## src/common/CorePkg.sv

```systemverilog
package CorePkg;

    // ------------------------------
    // RV32 major opcodes
    // ------------------------------
    typedef enum logic [6:0] {
        OPC_LUI     = 7'b0110111,
        OPC_AUIPC   = 7'b0010111,
        OPC_JAL     = 7'b1101111,
        OPC_JALR    = 7'b1100111,
        OPC_LOAD    = 7'b0000011,
        OPC_STORE   = 7'b0100011,
        OPC_BRANCH  = 7'b1100011,
        OPC_REG_IMM = 7'b0010011,
        OPC_REG_REG = 7'b0110011
    } RvOpcode;

    // Unit that owns a micro-op. Only FU_INT executes in this core.
    typedef enum logic [1:0] {
        FU_INT,
        FU_LSU,
        FU_MUL,
        FU_DIV
    } FuncUnit;

    // ------------------------------
    // Micro-op codes
    // ------------------------------
    typedef enum logic [5:0] {
        INT_ADD, INT_SUB, INT_SLL, INT_SLT, INT_SLTU,
        INT_XOR, INT_SRL, INT_SRA, INT_OR, INT_AND,
        INT_LUI, INT_AUIPC, INT_JAL, INT_JALR,
        INT_BEQ, INT_BNE, INT_BLT, INT_BGE, INT_BLTU, INT_BGEU,
        LSU_LB, LSU_LH, LSU_LW, LSU_LBU, LSU_LHU,
        LSU_SB, LSU_SH, LSU_SW,
        MUL_MUL, MUL_MULH, MUL_MULSU, MUL_MULU,
        DIV_DIV, DIV_DIVU, DIV_REM, DIV_REMU
    } UopOpcode;

endpackage
```

## src/hw/IntCore.sv

```systemverilog
`timescale 1ns/100ps

module IntCore (
    input  logic               clk,
    input  logic               rstN,
    input  logic               instrValid,
    input  logic [31:0]        instr,
    input  logic [31:0]        pc,
    output logic               resultValid,
    output logic [4:0]         resultRd,
    output logic [31:0]        result,
    output logic               branchTaken,
    output logic [31:0]        branchTarget,
    output logic               dispatchValid,
    output CorePkg::FuncUnit   dispatchFu,
    output CorePkg::UopOpcode  dispatchOpcode,
    output logic [31:0]        dispatchSrcA,
    output logic [31:0]        dispatchSrcB,
    output logic [31:0]        dispatchImm,
    output logic [4:0]         dispatchRd,
    output logic               illegalInstr,
    output logic [31:0]        illegalPc
);
    import CorePkg::*;

    // Decoder outputs.
    FuncUnit     fu;
    UopOpcode    opcode;
    logic [4:0]  rs0;
    logic [4:0]  rs1;
    logic [4:0]  rd;
    logic [31:0] imm;
    logic        immB;
    logic        invalid;

    // Register file ports and writeback.
    logic [4:0]  raddrA;
    logic [4:0]  raddrB;
    logic [31:0] readA;
    logic [31:0] readB;
    logic        wrEn;
    logic [4:0]  wrAddr;
    logic [31:0] wrData;

    // Issue to execute.
    logic        exValid;
    FuncUnit     exFu;
    UopOpcode    exOpcode;
    logic [31:0] exSrcA;
    logic [31:0] exSrcB;
    logic [31:0] exImm;
    logic [31:0] exPc;
    logic [4:0]  exRd;
    logic        exInvalid;

    InstrDecoder decoder_inst (.*);

    RegFile regFile_inst (
        .clk    (clk),
        .rstN   (rstN),
        .raddrA (raddrA),
        .raddrB (raddrB),
        .rdataA (readA),
        .rdataB (readB),
        .wrEn   (wrEn),
        .wrAddr (wrAddr),
        .wrData (wrData)
    );

    IssueStage issue_inst (.*);

    ExecuteStage execute_inst (.*);

endmodule

```

## src/hw/ExecuteStage.sv

```systemverilog
`timescale 1ns/100ps

module ExecuteStage (
    input  logic               clk,
    input  logic               rstN,
    input  logic               exValid,
    input  CorePkg::FuncUnit   exFu,
    input  CorePkg::UopOpcode  exOpcode,
    input  logic [31:0]        exSrcA,
    input  logic [31:0]        exSrcB,
    input  logic [31:0]        exImm,
    input  logic [31:0]        exPc,
    input  logic [4:0]         exRd,
    input  logic               exInvalid,
    output logic               wrEn,
    output logic [4:0]         wrAddr,
    output logic [31:0]        wrData,
    output logic               resultValid,
    output logic [4:0]         resultRd,
    output logic [31:0]        result,
    output logic               branchTaken,
    output logic [31:0]        branchTarget,
    output logic               dispatchValid,
    output CorePkg::FuncUnit   dispatchFu,
    output CorePkg::UopOpcode  dispatchOpcode,
    output logic [31:0]        dispatchSrcA,
    output logic [31:0]        dispatchSrcB,
    output logic [31:0]        dispatchImm,
    output logic [4:0]         dispatchRd,
    output logic               illegalInstr,
    output logic [31:0]        illegalPc
);
    import CorePkg::*;

    logic        isInt;
    logic        isBranch;
    logic        taken;
    logic [31:0] aluOut;
    logic [31:0] target;
    logic [31:0] jalrSum;

    assign isInt   = exValid && !exInvalid && exFu == FU_INT;
    assign jalrSum = exSrcA + exImm;

    always_comb begin
        isBranch = 1'b0;
        taken    = 1'b0;
        target   = exPc + exImm;
        aluOut   = '0;
        case (exOpcode)
            INT_ADD:   aluOut = exSrcA + exSrcB;
            INT_SUB:   aluOut = exSrcA - exSrcB;
            INT_SLL:   aluOut = exSrcA << exSrcB[4:0];
            INT_SLT:   aluOut = {31'b0, $signed(exSrcA) < $signed(exSrcB)};
            INT_SLTU:  aluOut = {31'b0, exSrcA < exSrcB};
            INT_XOR:   aluOut = exSrcA ^ exSrcB;
            INT_SRL:   aluOut = exSrcA >> exSrcB[4:0];
            INT_SRA:   aluOut = $signed(exSrcA) >>> exSrcB[4:0];
            INT_OR:    aluOut = exSrcA | exSrcB;
            INT_AND:   aluOut = exSrcA & exSrcB;
            INT_LUI:   aluOut = exImm;
            INT_AUIPC: aluOut = exPc + exImm;
            INT_JAL: begin
                aluOut = exPc + 32'd4;
                taken  = 1'b1;
            end
            INT_JALR: begin
                aluOut = exPc + 32'd4;
                taken  = 1'b1;
                target = {jalrSum[31:1], 1'b0};
            end
            // Branches compare rs0 with rs1, which arrives on srcB.
            INT_BEQ:  begin isBranch = 1'b1; taken = exSrcA == exSrcB; end
            INT_BNE:  begin isBranch = 1'b1; taken = exSrcA != exSrcB; end
            INT_BLT:  begin isBranch = 1'b1; taken = $signed(exSrcA) < $signed(exSrcB); end
            INT_BGE:  begin isBranch = 1'b1; taken = $signed(exSrcA) >= $signed(exSrcB); end
            INT_BLTU: begin isBranch = 1'b1; taken = exSrcA < exSrcB; end
            INT_BGEU: begin isBranch = 1'b1; taken = exSrcA >= exSrcB; end
            default:  aluOut = '0;
        endcase
    end

    // ------------------------------
    // Writeback
    // ------------------------------
    assign wrEn   = isInt && !isBranch && exRd != 5'd0;
    assign wrAddr = exRd;
    assign wrData = aluOut;

    // ------------------------------
    // Output registers
    // ------------------------------
    always_ff @(posedge clk) begin
        if (!rstN) begin
            resultValid   <= 1'b0;
            branchTaken   <= 1'b0;
            dispatchValid <= 1'b0;
            illegalInstr  <= 1'b0;
        end else begin
            resultValid   <= isInt && !isBranch;
            branchTaken   <= isInt && taken;
            dispatchValid <= exValid && !exInvalid && exFu != FU_INT;
            illegalInstr  <= exValid && exInvalid;
        end
    end

    always_ff @(posedge clk) begin
        resultRd       <= exRd;
        result         <= aluOut;
        branchTarget   <= target;
        dispatchFu     <= exFu;
        dispatchOpcode <= exOpcode;
        dispatchSrcA   <= exSrcA;
        dispatchSrcB   <= exSrcB;
        dispatchImm    <= exImm;
        dispatchRd     <= exRd;
        illegalPc      <= exPc;
    end

endmodule

```

## src/hw/IssueStage.sv

```systemverilog
`timescale 1ns/100ps

module IssueStage (
    input  logic               clk,
    input  logic               rstN,
    input  logic               instrValid,
    input  logic [31:0]        pc,
    input  CorePkg::FuncUnit   fu,
    input  CorePkg::UopOpcode  opcode,
    input  logic [4:0]         rs0,
    input  logic [4:0]         rs1,
    input  logic [4:0]         rd,
    input  logic [31:0]        imm,
    input  logic               immB,
    input  logic               invalid,
    input  logic [31:0]        readA,
    input  logic [31:0]        readB,
    input  logic               wrEn,
    input  logic [4:0]         wrAddr,
    input  logic [31:0]        wrData,
    output logic [4:0]         raddrA,
    output logic [4:0]         raddrB,
    output logic               exValid,
    output CorePkg::FuncUnit   exFu,
    output CorePkg::UopOpcode  exOpcode,
    output logic [31:0]        exSrcA,
    output logic [31:0]        exSrcB,
    output logic [31:0]        exImm,
    output logic [31:0]        exPc,
    output logic [4:0]         exRd,
    output logic               exInvalid
);
    import CorePkg::*;

    logic        issValid;
    FuncUnit     issFu;
    UopOpcode    issOpcode;
    logic [4:0]  issRs0;
    logic [4:0]  issRs1;
    logic [4:0]  issRd;
    logic [31:0] issImm;
    logic [31:0] issPc;
    logic        issImmB;
    logic        issInvalid;
    logic [31:0] fwdA;
    logic [31:0] fwdB;

    // ------------------------------
    // Issue register
    // ------------------------------
    always_ff @(posedge clk) begin
        if (!rstN) begin
            issValid <= 1'b0;
        end else begin
            issValid <= instrValid;
        end
    end

    always_ff @(posedge clk) begin
        issFu      <= fu;
        issOpcode  <= opcode;
        issRs0     <= rs0;
        issRs1     <= rs1;
        issRd      <= rd;
        issImm     <= imm;
        issImmB    <= immB;
        issPc      <= pc;
        issInvalid <= invalid;
    end

    // ------------------------------
    // Operand read and forwarding
    // ------------------------------
    assign raddrA = issRs0;
    assign raddrB = issRs1;

    // wrEn stays low for rd 0, so x0 is never forwarded.
    assign fwdA = (wrEn && wrAddr == issRs0) ? wrData : readA;
    assign fwdB = (wrEn && wrAddr == issRs1) ? wrData : readB;

    always_ff @(posedge clk) begin
        if (!rstN) begin
            exValid <= 1'b0;
        end else begin
            exValid <= issValid;
        end
    end

    always_ff @(posedge clk) begin
        exFu      <= issFu;
        exOpcode  <= issOpcode;
        exSrcA    <= fwdA;
        exSrcB    <= issImmB ? issImm : fwdB;
        exImm     <= issImm;
        exPc      <= issPc;
        exRd      <= issRd;
        exInvalid <= issInvalid;
    end

endmodule

```

## src/hw/RegFile.sv

```systemverilog
`timescale 1ns/100ps

module RegFile (
    input  logic        clk,
    input  logic        rstN,
    input  logic [4:0]  raddrA,
    input  logic [4:0]  raddrB,
    output logic [31:0] rdataA,
    output logic [31:0] rdataB,
    input  logic        wrEn,
    input  logic [4:0]  wrAddr,
    input  logic [31:0] wrData
);

    logic [31:0] regs [32];

    // x0 is cleared by reset and never written.
    always_ff @(posedge clk) begin
        if (!rstN) begin
            regs <= '{default: '0};
        end else if (wrEn && wrAddr != 5'd0) begin
            regs[wrAddr] <= wrData;
        end
    end

    assign rdataA = regs[raddrA];
    assign rdataB = regs[raddrB];

endmodule

```

## src/hw/decode/InstrDecoder.sv

```systemverilog
`timescale 1ns/100ps

module InstrDecoder (
    input  logic [31:0]        instr,
    output logic [31:0]        imm,
    output logic [4:0]         rs0,
    output logic [4:0]         rs1,
    output logic [4:0]         rd,
    output logic               immB,
    output CorePkg::FuncUnit   fu,
    output CorePkg::UopOpcode  opcode,
    output logic               invalid
);
    import CorePkg::*;

    RvOpcode     major;
    logic [6:0]  funct7;
    logic [2:0]  funct3;
    logic [31:0] immI;
    logic [31:0] immS;
    logic [31:0] immBranch;
    logic [31:0] immJ;
    logic [31:0] immU;

    assign major  = RvOpcode'(instr[6:0]);
    assign funct7 = instr[31:25];
    assign funct3 = instr[14:12];

    assign immI      = {{20{instr[31]}}, instr[31:20]};
    assign immS      = {{20{instr[31]}}, instr[31:25], instr[11:7]};
    assign immBranch = {{20{instr[31]}}, instr[7], instr[30:25], instr[11:8], 1'b0};
    assign immJ      = {{12{instr[31]}}, instr[19:12], instr[20], instr[30:21], 1'b0};
    assign immU      = {instr[31:12], 12'b0};

    // Shared by OP and OP-IMM. alt selects SUB or SRA.
    function automatic UopOpcode aluOp(input logic [2:0] f3, input logic alt);
        case (f3)
            3'd0: aluOp = alt ? INT_SUB : INT_ADD;
            3'd1: aluOp = INT_SLL;
            3'd2: aluOp = INT_SLT;
            3'd3: aluOp = INT_SLTU;
            3'd4: aluOp = INT_XOR;
            3'd5: aluOp = alt ? INT_SRA : INT_SRL;
            3'd6: aluOp = INT_OR;
            default: aluOp = INT_AND;
        endcase
    endfunction

    always_comb begin
        fu      = FU_INT;
        opcode  = INT_ADD;
        rs0     = '0;
        rs1     = '0;
        rd      = '0;
        imm     = '0;
        immB    = 1'b0;
        invalid = 1'b0;

        case (major)
            OPC_LUI, OPC_AUIPC: begin
                rd     = instr[11:7];
                imm    = immU;
                immB   = 1'b1;
                opcode = (major == OPC_LUI) ? INT_LUI : INT_AUIPC;
            end
            OPC_JAL: begin
                rd     = instr[11:7];
                imm    = immJ;
                immB   = 1'b1;
                opcode = INT_JAL;
            end
            OPC_JALR: begin
                rs0    = instr[19:15];
                rd     = instr[11:7];
                imm    = immI;
                immB   = 1'b1;
                opcode = INT_JALR;
            end
            OPC_LOAD: begin
                fu   = FU_LSU;
                rs0  = instr[19:15];
                rd   = instr[11:7];
                imm  = immI;
                immB = 1'b1;
                case (funct3)
                    3'd0: opcode = LSU_LB;
                    3'd1: opcode = LSU_LH;
                    3'd2: opcode = LSU_LW;
                    3'd4: opcode = LSU_LBU;
                    3'd5: opcode = LSU_LHU;
                    default: invalid = 1'b1;
                endcase
            end
            OPC_STORE: begin
                fu  = FU_LSU;
                rs0 = instr[19:15];
                rs1 = instr[24:20];
                imm = immS;
                case (funct3)
                    3'd0: opcode = LSU_SB;
                    3'd1: opcode = LSU_SH;
                    3'd2: opcode = LSU_SW;
                    default: invalid = 1'b1;
                endcase
            end
            OPC_BRANCH: begin
                rs0 = instr[19:15];
                rs1 = instr[24:20];
                imm = immBranch;
                case (funct3)
                    3'd0: opcode = INT_BEQ;
                    3'd1: opcode = INT_BNE;
                    3'd4: opcode = INT_BLT;
                    3'd5: opcode = INT_BGE;
                    3'd6: opcode = INT_BLTU;
                    3'd7: opcode = INT_BGEU;
                    default: invalid = 1'b1;
                endcase
            end
            OPC_REG_IMM: begin
                rs0     = instr[19:15];
                rd      = instr[11:7];
                imm     = immI;
                immB    = 1'b1;
                opcode  = aluOp(funct3, funct3 == 3'd5 && funct7 == 7'h20);
                invalid = (funct3 == 3'd1 && funct7 != 7'h00) ||
                          (funct3 == 3'd5 && funct7 != 7'h00 && funct7 != 7'h20);
            end
            OPC_REG_REG: begin
                rs0 = instr[19:15];
                rs1 = instr[24:20];
                rd  = instr[11:7];
                if (funct7 == 7'h00) begin
                    opcode = aluOp(funct3, 1'b0);
                end else if (funct7 == 7'h01) begin
                    fu = funct3[2] ? FU_DIV : FU_MUL;
                    case (funct3)
                        3'd0: opcode = MUL_MUL;
                        3'd1: opcode = MUL_MULH;
                        3'd2: opcode = MUL_MULSU;
                        3'd3: opcode = MUL_MULU;
                        3'd4: opcode = DIV_DIV;
                        3'd5: opcode = DIV_DIVU;
                        3'd6: opcode = DIV_REM;
                        default: opcode = DIV_REMU;
                    endcase
                end else if (funct7 == 7'h20) begin
                    opcode  = aluOp(funct3, 1'b1);
                    invalid = funct3 != 3'd0 && funct3 != 3'd5;
                end else begin
                    invalid = 1'b1;
                end
            end
            default: invalid = 1'b1;
        endcase
    end

endmodule

```

## config.mk

```make
export PLATFORM = sky130hd
export DESIGN_NAME = IntCore
export DESIGN_NICKNAME = d
export VERILOG_FILES = /design/src/common/CorePkg.sv /design/src/hw/IntCore.sv /design/src/hw/ExecuteStage.sv /design/src/hw/IssueStage.sv /design/src/hw/RegFile.sv /design/src/hw/decode/InstrDecoder.sv
export SDC_FILE = /design/constraint.sdc
export NUM_CORES = 2
export LEC_CHECK = 0
export BUFFER_PORTS_ARGS = -buffer_cell sky130_fd_sc_hd__buf_2
export CORE_MARGIN = 5
export CORE_UTILIZATION = 35
export CTS_CLUSTER_DIAMETER = 200
export DETAILED_ROUTE_END_ITERATION = 6
export SLEW_MARGIN = 20
export SYNTH_ARGS = -nofsm -noshare
export SYNTH_HDL_FRONTEND = slang
export SYNTH_SLANG_ARGS = --single-unit
```

## constraint.sdc

```tcl
create_clock -name clk -period 9.3 [get_ports clk]
set_input_delay 0.93 -clock clk [delete_from_list [all_inputs] [get_ports clk]]
set_output_delay 0.93 -clock clk [all_outputs]
set_load 0.05 [all_outputs]
```

# Word level (Yosys, flattened, before mapping)
# Cells that the tools add are included.
[op_classes]
addsub = 5
order_cmp = 8
n_eq_ne = 43
shifts = 3
muxes = 43
n_bitwise = 6
n_reduce_logical = 40
[ops]
columns = ["operator", "n"]
rows = [
  ["$bwmux 1024", 1],
  ["$pmux 32 s13", 1],
  ["$bmux 32 s5", 2],
  ["$mux 32", 9],
  ["$demux 32 s5", 1],
  ["$pmux 32 s5", 1],
  ["$add 32x32->32", 3],
  ["$pmux 6 s7", 2],
  ["$ge 32x32->1", 2],
  ["$lt 32x32->1", 2],
  ["$pmux 4 s7", 2],
  ["$eq 6x4->1 const B", 8],
  ["$pmux 6 s8", 1],
  ["$add 32x3->32 const B", 1],
  ["$and 32x32->32", 1],
  ["$eq 32x32->1", 1],
  ["$ne 32x32->1", 1],
  ["$or 32x32->32", 1],
  ["$shl 32x5->32", 1],
  ["$shr 32x5->32", 1],
  ["$sshr 32x5->32", 1],
  ["$sub 32x32->32", 1],
  ["$xor 32x32->32", 1],
  ["$pmux 5 s6", 1],
  ["other kinds (43)", 102],
]
[totals]
reg_bits = 1466
inputBits = 67
output_inout_bits = 214
wordCells = 213

# Longest topological paths before layout
[logic_depth]
depth_word = 9
mapped_depth = 20
mapped_depth_nobuf = 14

# By module
# A second synthesis with hierarchy kept.
[hier_totals]
cells_unflattened = 9690
area_unflattened_um2 = 79766.5
[by_module_without_submodules]
columns = ["module", "n_inst", "cells_each", "area_each_um2", "seq_area_each_um2"]
rows = [
  ["RegFile", 1, 6848, 55051.5, 20499.7],
  ["ExecuteStage", 1, 2286, 17399.2, 4184.0],
  ["IssueStage", 1, 356, 6074.6, 4664.5],
  ["InstrDecoder", 1, 200, 1241.2, 0.0],
]

# Worst setup path before layout
# Ideal clock, no wire load.
[synth_path]
path_kind = "register to register"
startpoint = "reg issue_inst.exSrcB[3]"
endpoint = "reg regFile_inst.regs[123] in the netlist's numbering"
setup_ns = 0.130
arrival_ns = 4.049
t_required_ns = 9.170
setup_slack_ns = 5.121
stages_incl_launch_ff = 19
path_buffers = 6
period_less_slack_ns = 4.179
cell_sequence = "dfxtp_1 clkbuf_1 inv_1 buf_4 clkbuf_1 clkbuf_1 ha_1 clkbuf_1 inv_1 o221ai_1 a211oi_2 a311oi_4 a2bb2oi_4 o2111ai_1 a311oi_1 o32a_1 a2111oi_4 buf_4 a21oi_1"
[synth_via]
elab_chain_cells = 3
elab_cells_between_ends = 7
classes_between = "2 x add/sub; 3 x shift; 2 x mux"
[synth_lines]
columns = ["element", "line_no", "source"]
rows = [
  ["start: declaration", "IssueStage.sv:27", "output logic [31:0] exSrcB,"],
  ["start signal: assignment", "IssueStage.sv:93", "exSrcB <= issImmB ? issImm : fwdB;"],
  ["$sub 32x32->32, or another cell as far along", "ExecuteStage.sv:52", "INT_SUB: aluOut = exSrcA - exSrcB;"],
  ["$pmux 32 s13 *", "ExecuteStage.sv:50", "case (exOpcode)"],
  ["$bwmux 1024 *", "RegFile.sv:22", "regs[wrAddr] <= wrData;"],
  ["end signal: indexed assignment", "RegFile.sv:22", ""],
  ["end: declaration", "RegFile.sv:15", "logic [31:0] regs [32];"],
]
# Every way passes the cells marked *; elsewhere a longest branch is shown, timed or not.
# A chain may end at the register's enable or synchronous reset.

# Final worst setup path
[layout_path]
startpoint = "reg issue_inst.exSrcB[0]"
endpoint = "reg regFile_inst.regs[570] in the netlist's numbering"
# The elaborated chain is that of the path after synthesis.

==> results summary <==
The run finished, with violations left. The checks that failed: design-rule violations. The vertical die dimension is 472 um. The number of cells on the worst hold path is 1. The number of endpoints failing setup at the final stage is 0. The clock input transition at the sequential cells of the worst setup and hold paths is 0.08 ns. After synthesis, the largest family of logic cells by area is multiplexers. The first detailed-routing pass ran for 7 iterations. The number of buffers and inverters on the critical path is 1.

The biggest area contributor in the post-synthesis netlist is dfxtp_1. Leaving out fill and tap cells, the most frequent cells in the layout are dfxtp_1 (1449), nor2_1 (802), mux4_2 (689). Leaving out fill and tap cells, the most frequent cell in the layout is dfxtp_1. The count of buffers inserted at the top-level ports is 280.

The layout cell share with drive strength beyond 1 came out at 21.6%. The depth of the most critical reg-to-reg path came out at 12. The endpoint class of the critical path is a flop. The number of hold buffers added after CTS was 0.

The kind of cell with the highest combined delay on the critical path is compound AO/OA/AOI/OAI gates. The H-tree was split into 4 levels. The mean area per synthesized cell came out at 10.2 sq um. The number of synthesis warnings came out at 0. The relative area change from synthesis to final layout is 12.1%. Traced cell by cell, the critical path runs through clkinv_1 > ha_1 > nand2_1 > o21ai_0 > a21oi_1 > a21oi_1 > nand2_1 > o21ai_1 > a211o_1 > a221o_1 > a21oi_4 > a211oi_1. The critical path start-end classification is reg2reg.

The initial antenna violation count is 17. The overall via count from detail_route came out at 61800. In the synthesized netlist the dominant register cell turns out to be dfxtp_1. TritonCTS built the clock tree. In this run the tightest slew margin relative to its limit is 12.9%. The simple logic cell fraction of the synthesized area came out at 8.69%. The final non-filler cell total is 10100. The CTS buffer count is 154. After Yosys synthesis, XOR and XNOR cells account for 1.27% of the synthesized area.

The biggest cell delay along the critical path came out at 1.16 ns. The deepest clock path buffer count came out at 3. The maximum clock skew at final layout came out at 0.0536 ns. The number of synthesized register bits is 1466. The post-cts sizing count is 0. The number of filler cells placed in the layout came out at 20500. The number of instances in the placed design is 9813. The synthesized netlist devotes 2.87% of its cell area to adder and majority cells. VDD sags by at most 0.000119 V. The number of core rows came out at 169. The initial DRC count came out at 7499. The die is 472 um wide. The worst hold path belongs to the class in2reg. The first-pass GRT wire length is 420000 um.

The overall overflow remaining after global route is 0. The source-to-sink clock delay at the later pin of the worst-skew pair came out at 0.84 ns. After layout, the worst path uses 64.9% of the clock period. Ranked by total cell area, the synthesized netlist is headed by dfxtp_1 (39%), mux4_2 (21%), a211oi_1 (5.7%). At the end of routability-driven placement, the weighted congestion stood at 1.00. The number of setup buffers added after CTS is 0.

At the pin with the least slew margin, the transition time is 1.30 ns. The count of final max-slew check failures was 0. For this design the ratio of total power to cell area is 160 nW/um^2.

The share of flip-flops with an asynchronous set or reset after synthesis came out at 0%. The sum of routed wire length over all layers came out at 293000 um. The number of nets still failing antenna checks after routing is 0.

In this run, distinct cell masters in the synthesized netlist total 98. The overall power came out at 13.4 mW. The maximum number of pins on one net before global-route repair came out at 187.

The required time of the critical path came out at 9.92 ns. The share of the synthesized area in the top cell type came out at 39.3%. The post-route standard cell area excluding fillers is 83700 sq um. The initial core utilization came out at 35.2%. The synthesized netlist occupies a cell area of 74700 sq um. The number of failing hold endpoints at the final stage is 0.

The number of logic stages on the critical path including buffering is 12. Setup repair after global routing left no endpoint under its margin. The count of nets after finishing came out at 7386. For this design the top-level I/O count stands at 281. The synthesized netlist cell count came out at 7292.

The overall die area is 223000 sq um. The cell chosen for the clock root is clkbuf_16. The final-layout setup total negative slack is 0 ns. The kind of launch point of the worst setup path is a flop. The number of nets in the synthesized netlist came out at 7528. Of the post-synthesis cell area, the part taken by muxes is 24.0%. Across the run, the number of max-cap violations was 0. Data on the critical path arrives at its endpoint at 6.65 ns. After detailed routing, the number of remaining DRC violations is 2. The half-perimeter wire length after detailed placement is 189000 um. The via density per instance is 6.10. The leakage power total is 29.3 nW. The sequential share of the synthesized area came out at 39.3%. The slowest stage of the critical path is the clkinv_1 cell.

The clock period could shrink to 6.03 ns. The total core area is 212000 sq um. Based on the critical path, the design can be clocked at up to 166 MHz.

The via count of the first global-routing pass is 59300. Across every metal layer, demand over resource in global routing totals 25.3%. The instance area after placement came out at 78400 sq um. The routed length per placed instance is 28.9 um. The synthesized netlist devotes 19.0% of its cell area to compound gates. In this run, synthesis inferred 0 flip-flops with an integrated enable.

The critical-path maximum fanout came out at 43. The fraction of the core area covered by cells at the end of the flow came out at 39.4%. The sink count of the clock tree is 1466.
cells by family after synthesis:
group                    after synthesis
AO/OA/AOI/OAI                       2255
XOR/XNOR                             107
adder cells (fa/ha/maj)              169
buffers and inverters                918
flip-flops                          1466
multiplexers                         901
AND/OR/NAND/NOR                     1476
synthesized netlist by cell type, types with 26 or more instances:
cell,instances
dfxtp_1,1466
xor2_1,40
a211oi_1,568
nand2_1,244
buf_2,68
and2_1,55
a21oi_1,636
xnor2_1,66
inv_1,170
nor3_1,59
mux2_2,48
a21o_1,66
nor2_1,833
and3_1,28
o211ai_1,26
a21oi_2,31
mux4_2,689
ha_1,165
nor2b_1,68
buf_1,67
nand3_1,67
mux2i_1,152
a31oi_1,35
clkbuf_1,580
o21ai_0,614
worst reg2reg max path: stages, from the launching register on:
cell,delay [ns]
dfxtp_4,0.85
clkinv_1,1.17
ha_1,0.70
nand2_1,0.10
o21ai_0,0.44
a21oi_1,0.31
a21oi_1,0.09
nand2_1,0.11
o21ai_1,0.30
a211o_1,0.35
a221o_1,0.37
a21oi_4,0.85
a211oi_1,0.22
registers in the layout (all words and copies together) (netlist names), 5 cells and up:
name,flops
issue_inst.exSrcB,32
execute_inst.dispatchSrcB,32
execute_inst.branchTarget,32
issue_inst.exOpcode,6
execute_inst.dispatchImm,32
issue_inst.raddrA,5
issue_inst.issImm,32
issue_inst.issRd,5
execute_inst.resultRd,5
issue_inst.issOpcode,6
issue_inst.raddrB,5
execute_inst.dispatchSrcA,32
regFile_inst.regs,1024
issue_inst.exSrcA,32
issue_inst.exPc,32
issue_inst.exRd,5
issue_inst.issPc,32
execute_inst.illegalPc,32
issue_inst.exImm,32
execute_inst.result,32
execute_inst.dispatchOpcode,6
layout make-up:
| class | instances | area (sq um) | share of cell area (%) |
|---|---|---|---|
| Antenna cell | 35 | 87.6 | 0.105 |
| Timing Repair Buffer | 440 | 2720 | 3.25 |
| Clock inverter | 60 | 716 | 0.855 |
| Clock buffer | 223 | 4480 | 5.35 |
| Inverter | 180 | 683 | 0.816 |
| Tap cell | 2821 | 3530 | 4.21 |
| Sequential cell | 1466 | 29400 | 35.1 |
| Multi-Input combinational cell | 4908 | 42100 | 50.3 |
routing by layer:
metal  part of all wire (%)  track usage, %  vias to the layer above
met5                  0.024               0                        -
met4                    7.6            16.5                       12
met3                    8.7            5.20                      750
met2                     45            39.6                     3403
met1                     39            31.8                    30600
li1                       -               -                    27000
report_power, final:
group / internal, mW / switching (mW) / total, mW
sequential: 6.33 / 0.0583 / 6.39
combinational: 0.164 / 0.489 / 0.653
clock: 3.56 / 2.75 / 6.32
total: 10.1 / 3.30 / 13.4
final timing paths:
check                          start                     end  slack [ns]
min                           pc[12]    issue_inst.issPc[12]        0.20
min reg2reg  issue_inst.issOpcode[2]  issue_inst.exOpcode[2]        0.32
max reg2reg     issue_inst.exSrcB[0]  regFile_inst.regs[570]        3.27
max             issue_inst.exSrcB[0]  regFile_inst.regs[570]        3.27
per-stage QoR:
step,hold slack (ns),setup WS [ns]
floorplan,0.310,5.12
global placement,0.311,3.43
detailed placement,0.312,3.40
CTS,0.147,3.37
global route,0.177,3.10
finish,0.205,3.27
Note: power is estimated with default switching activity, not from simulation.
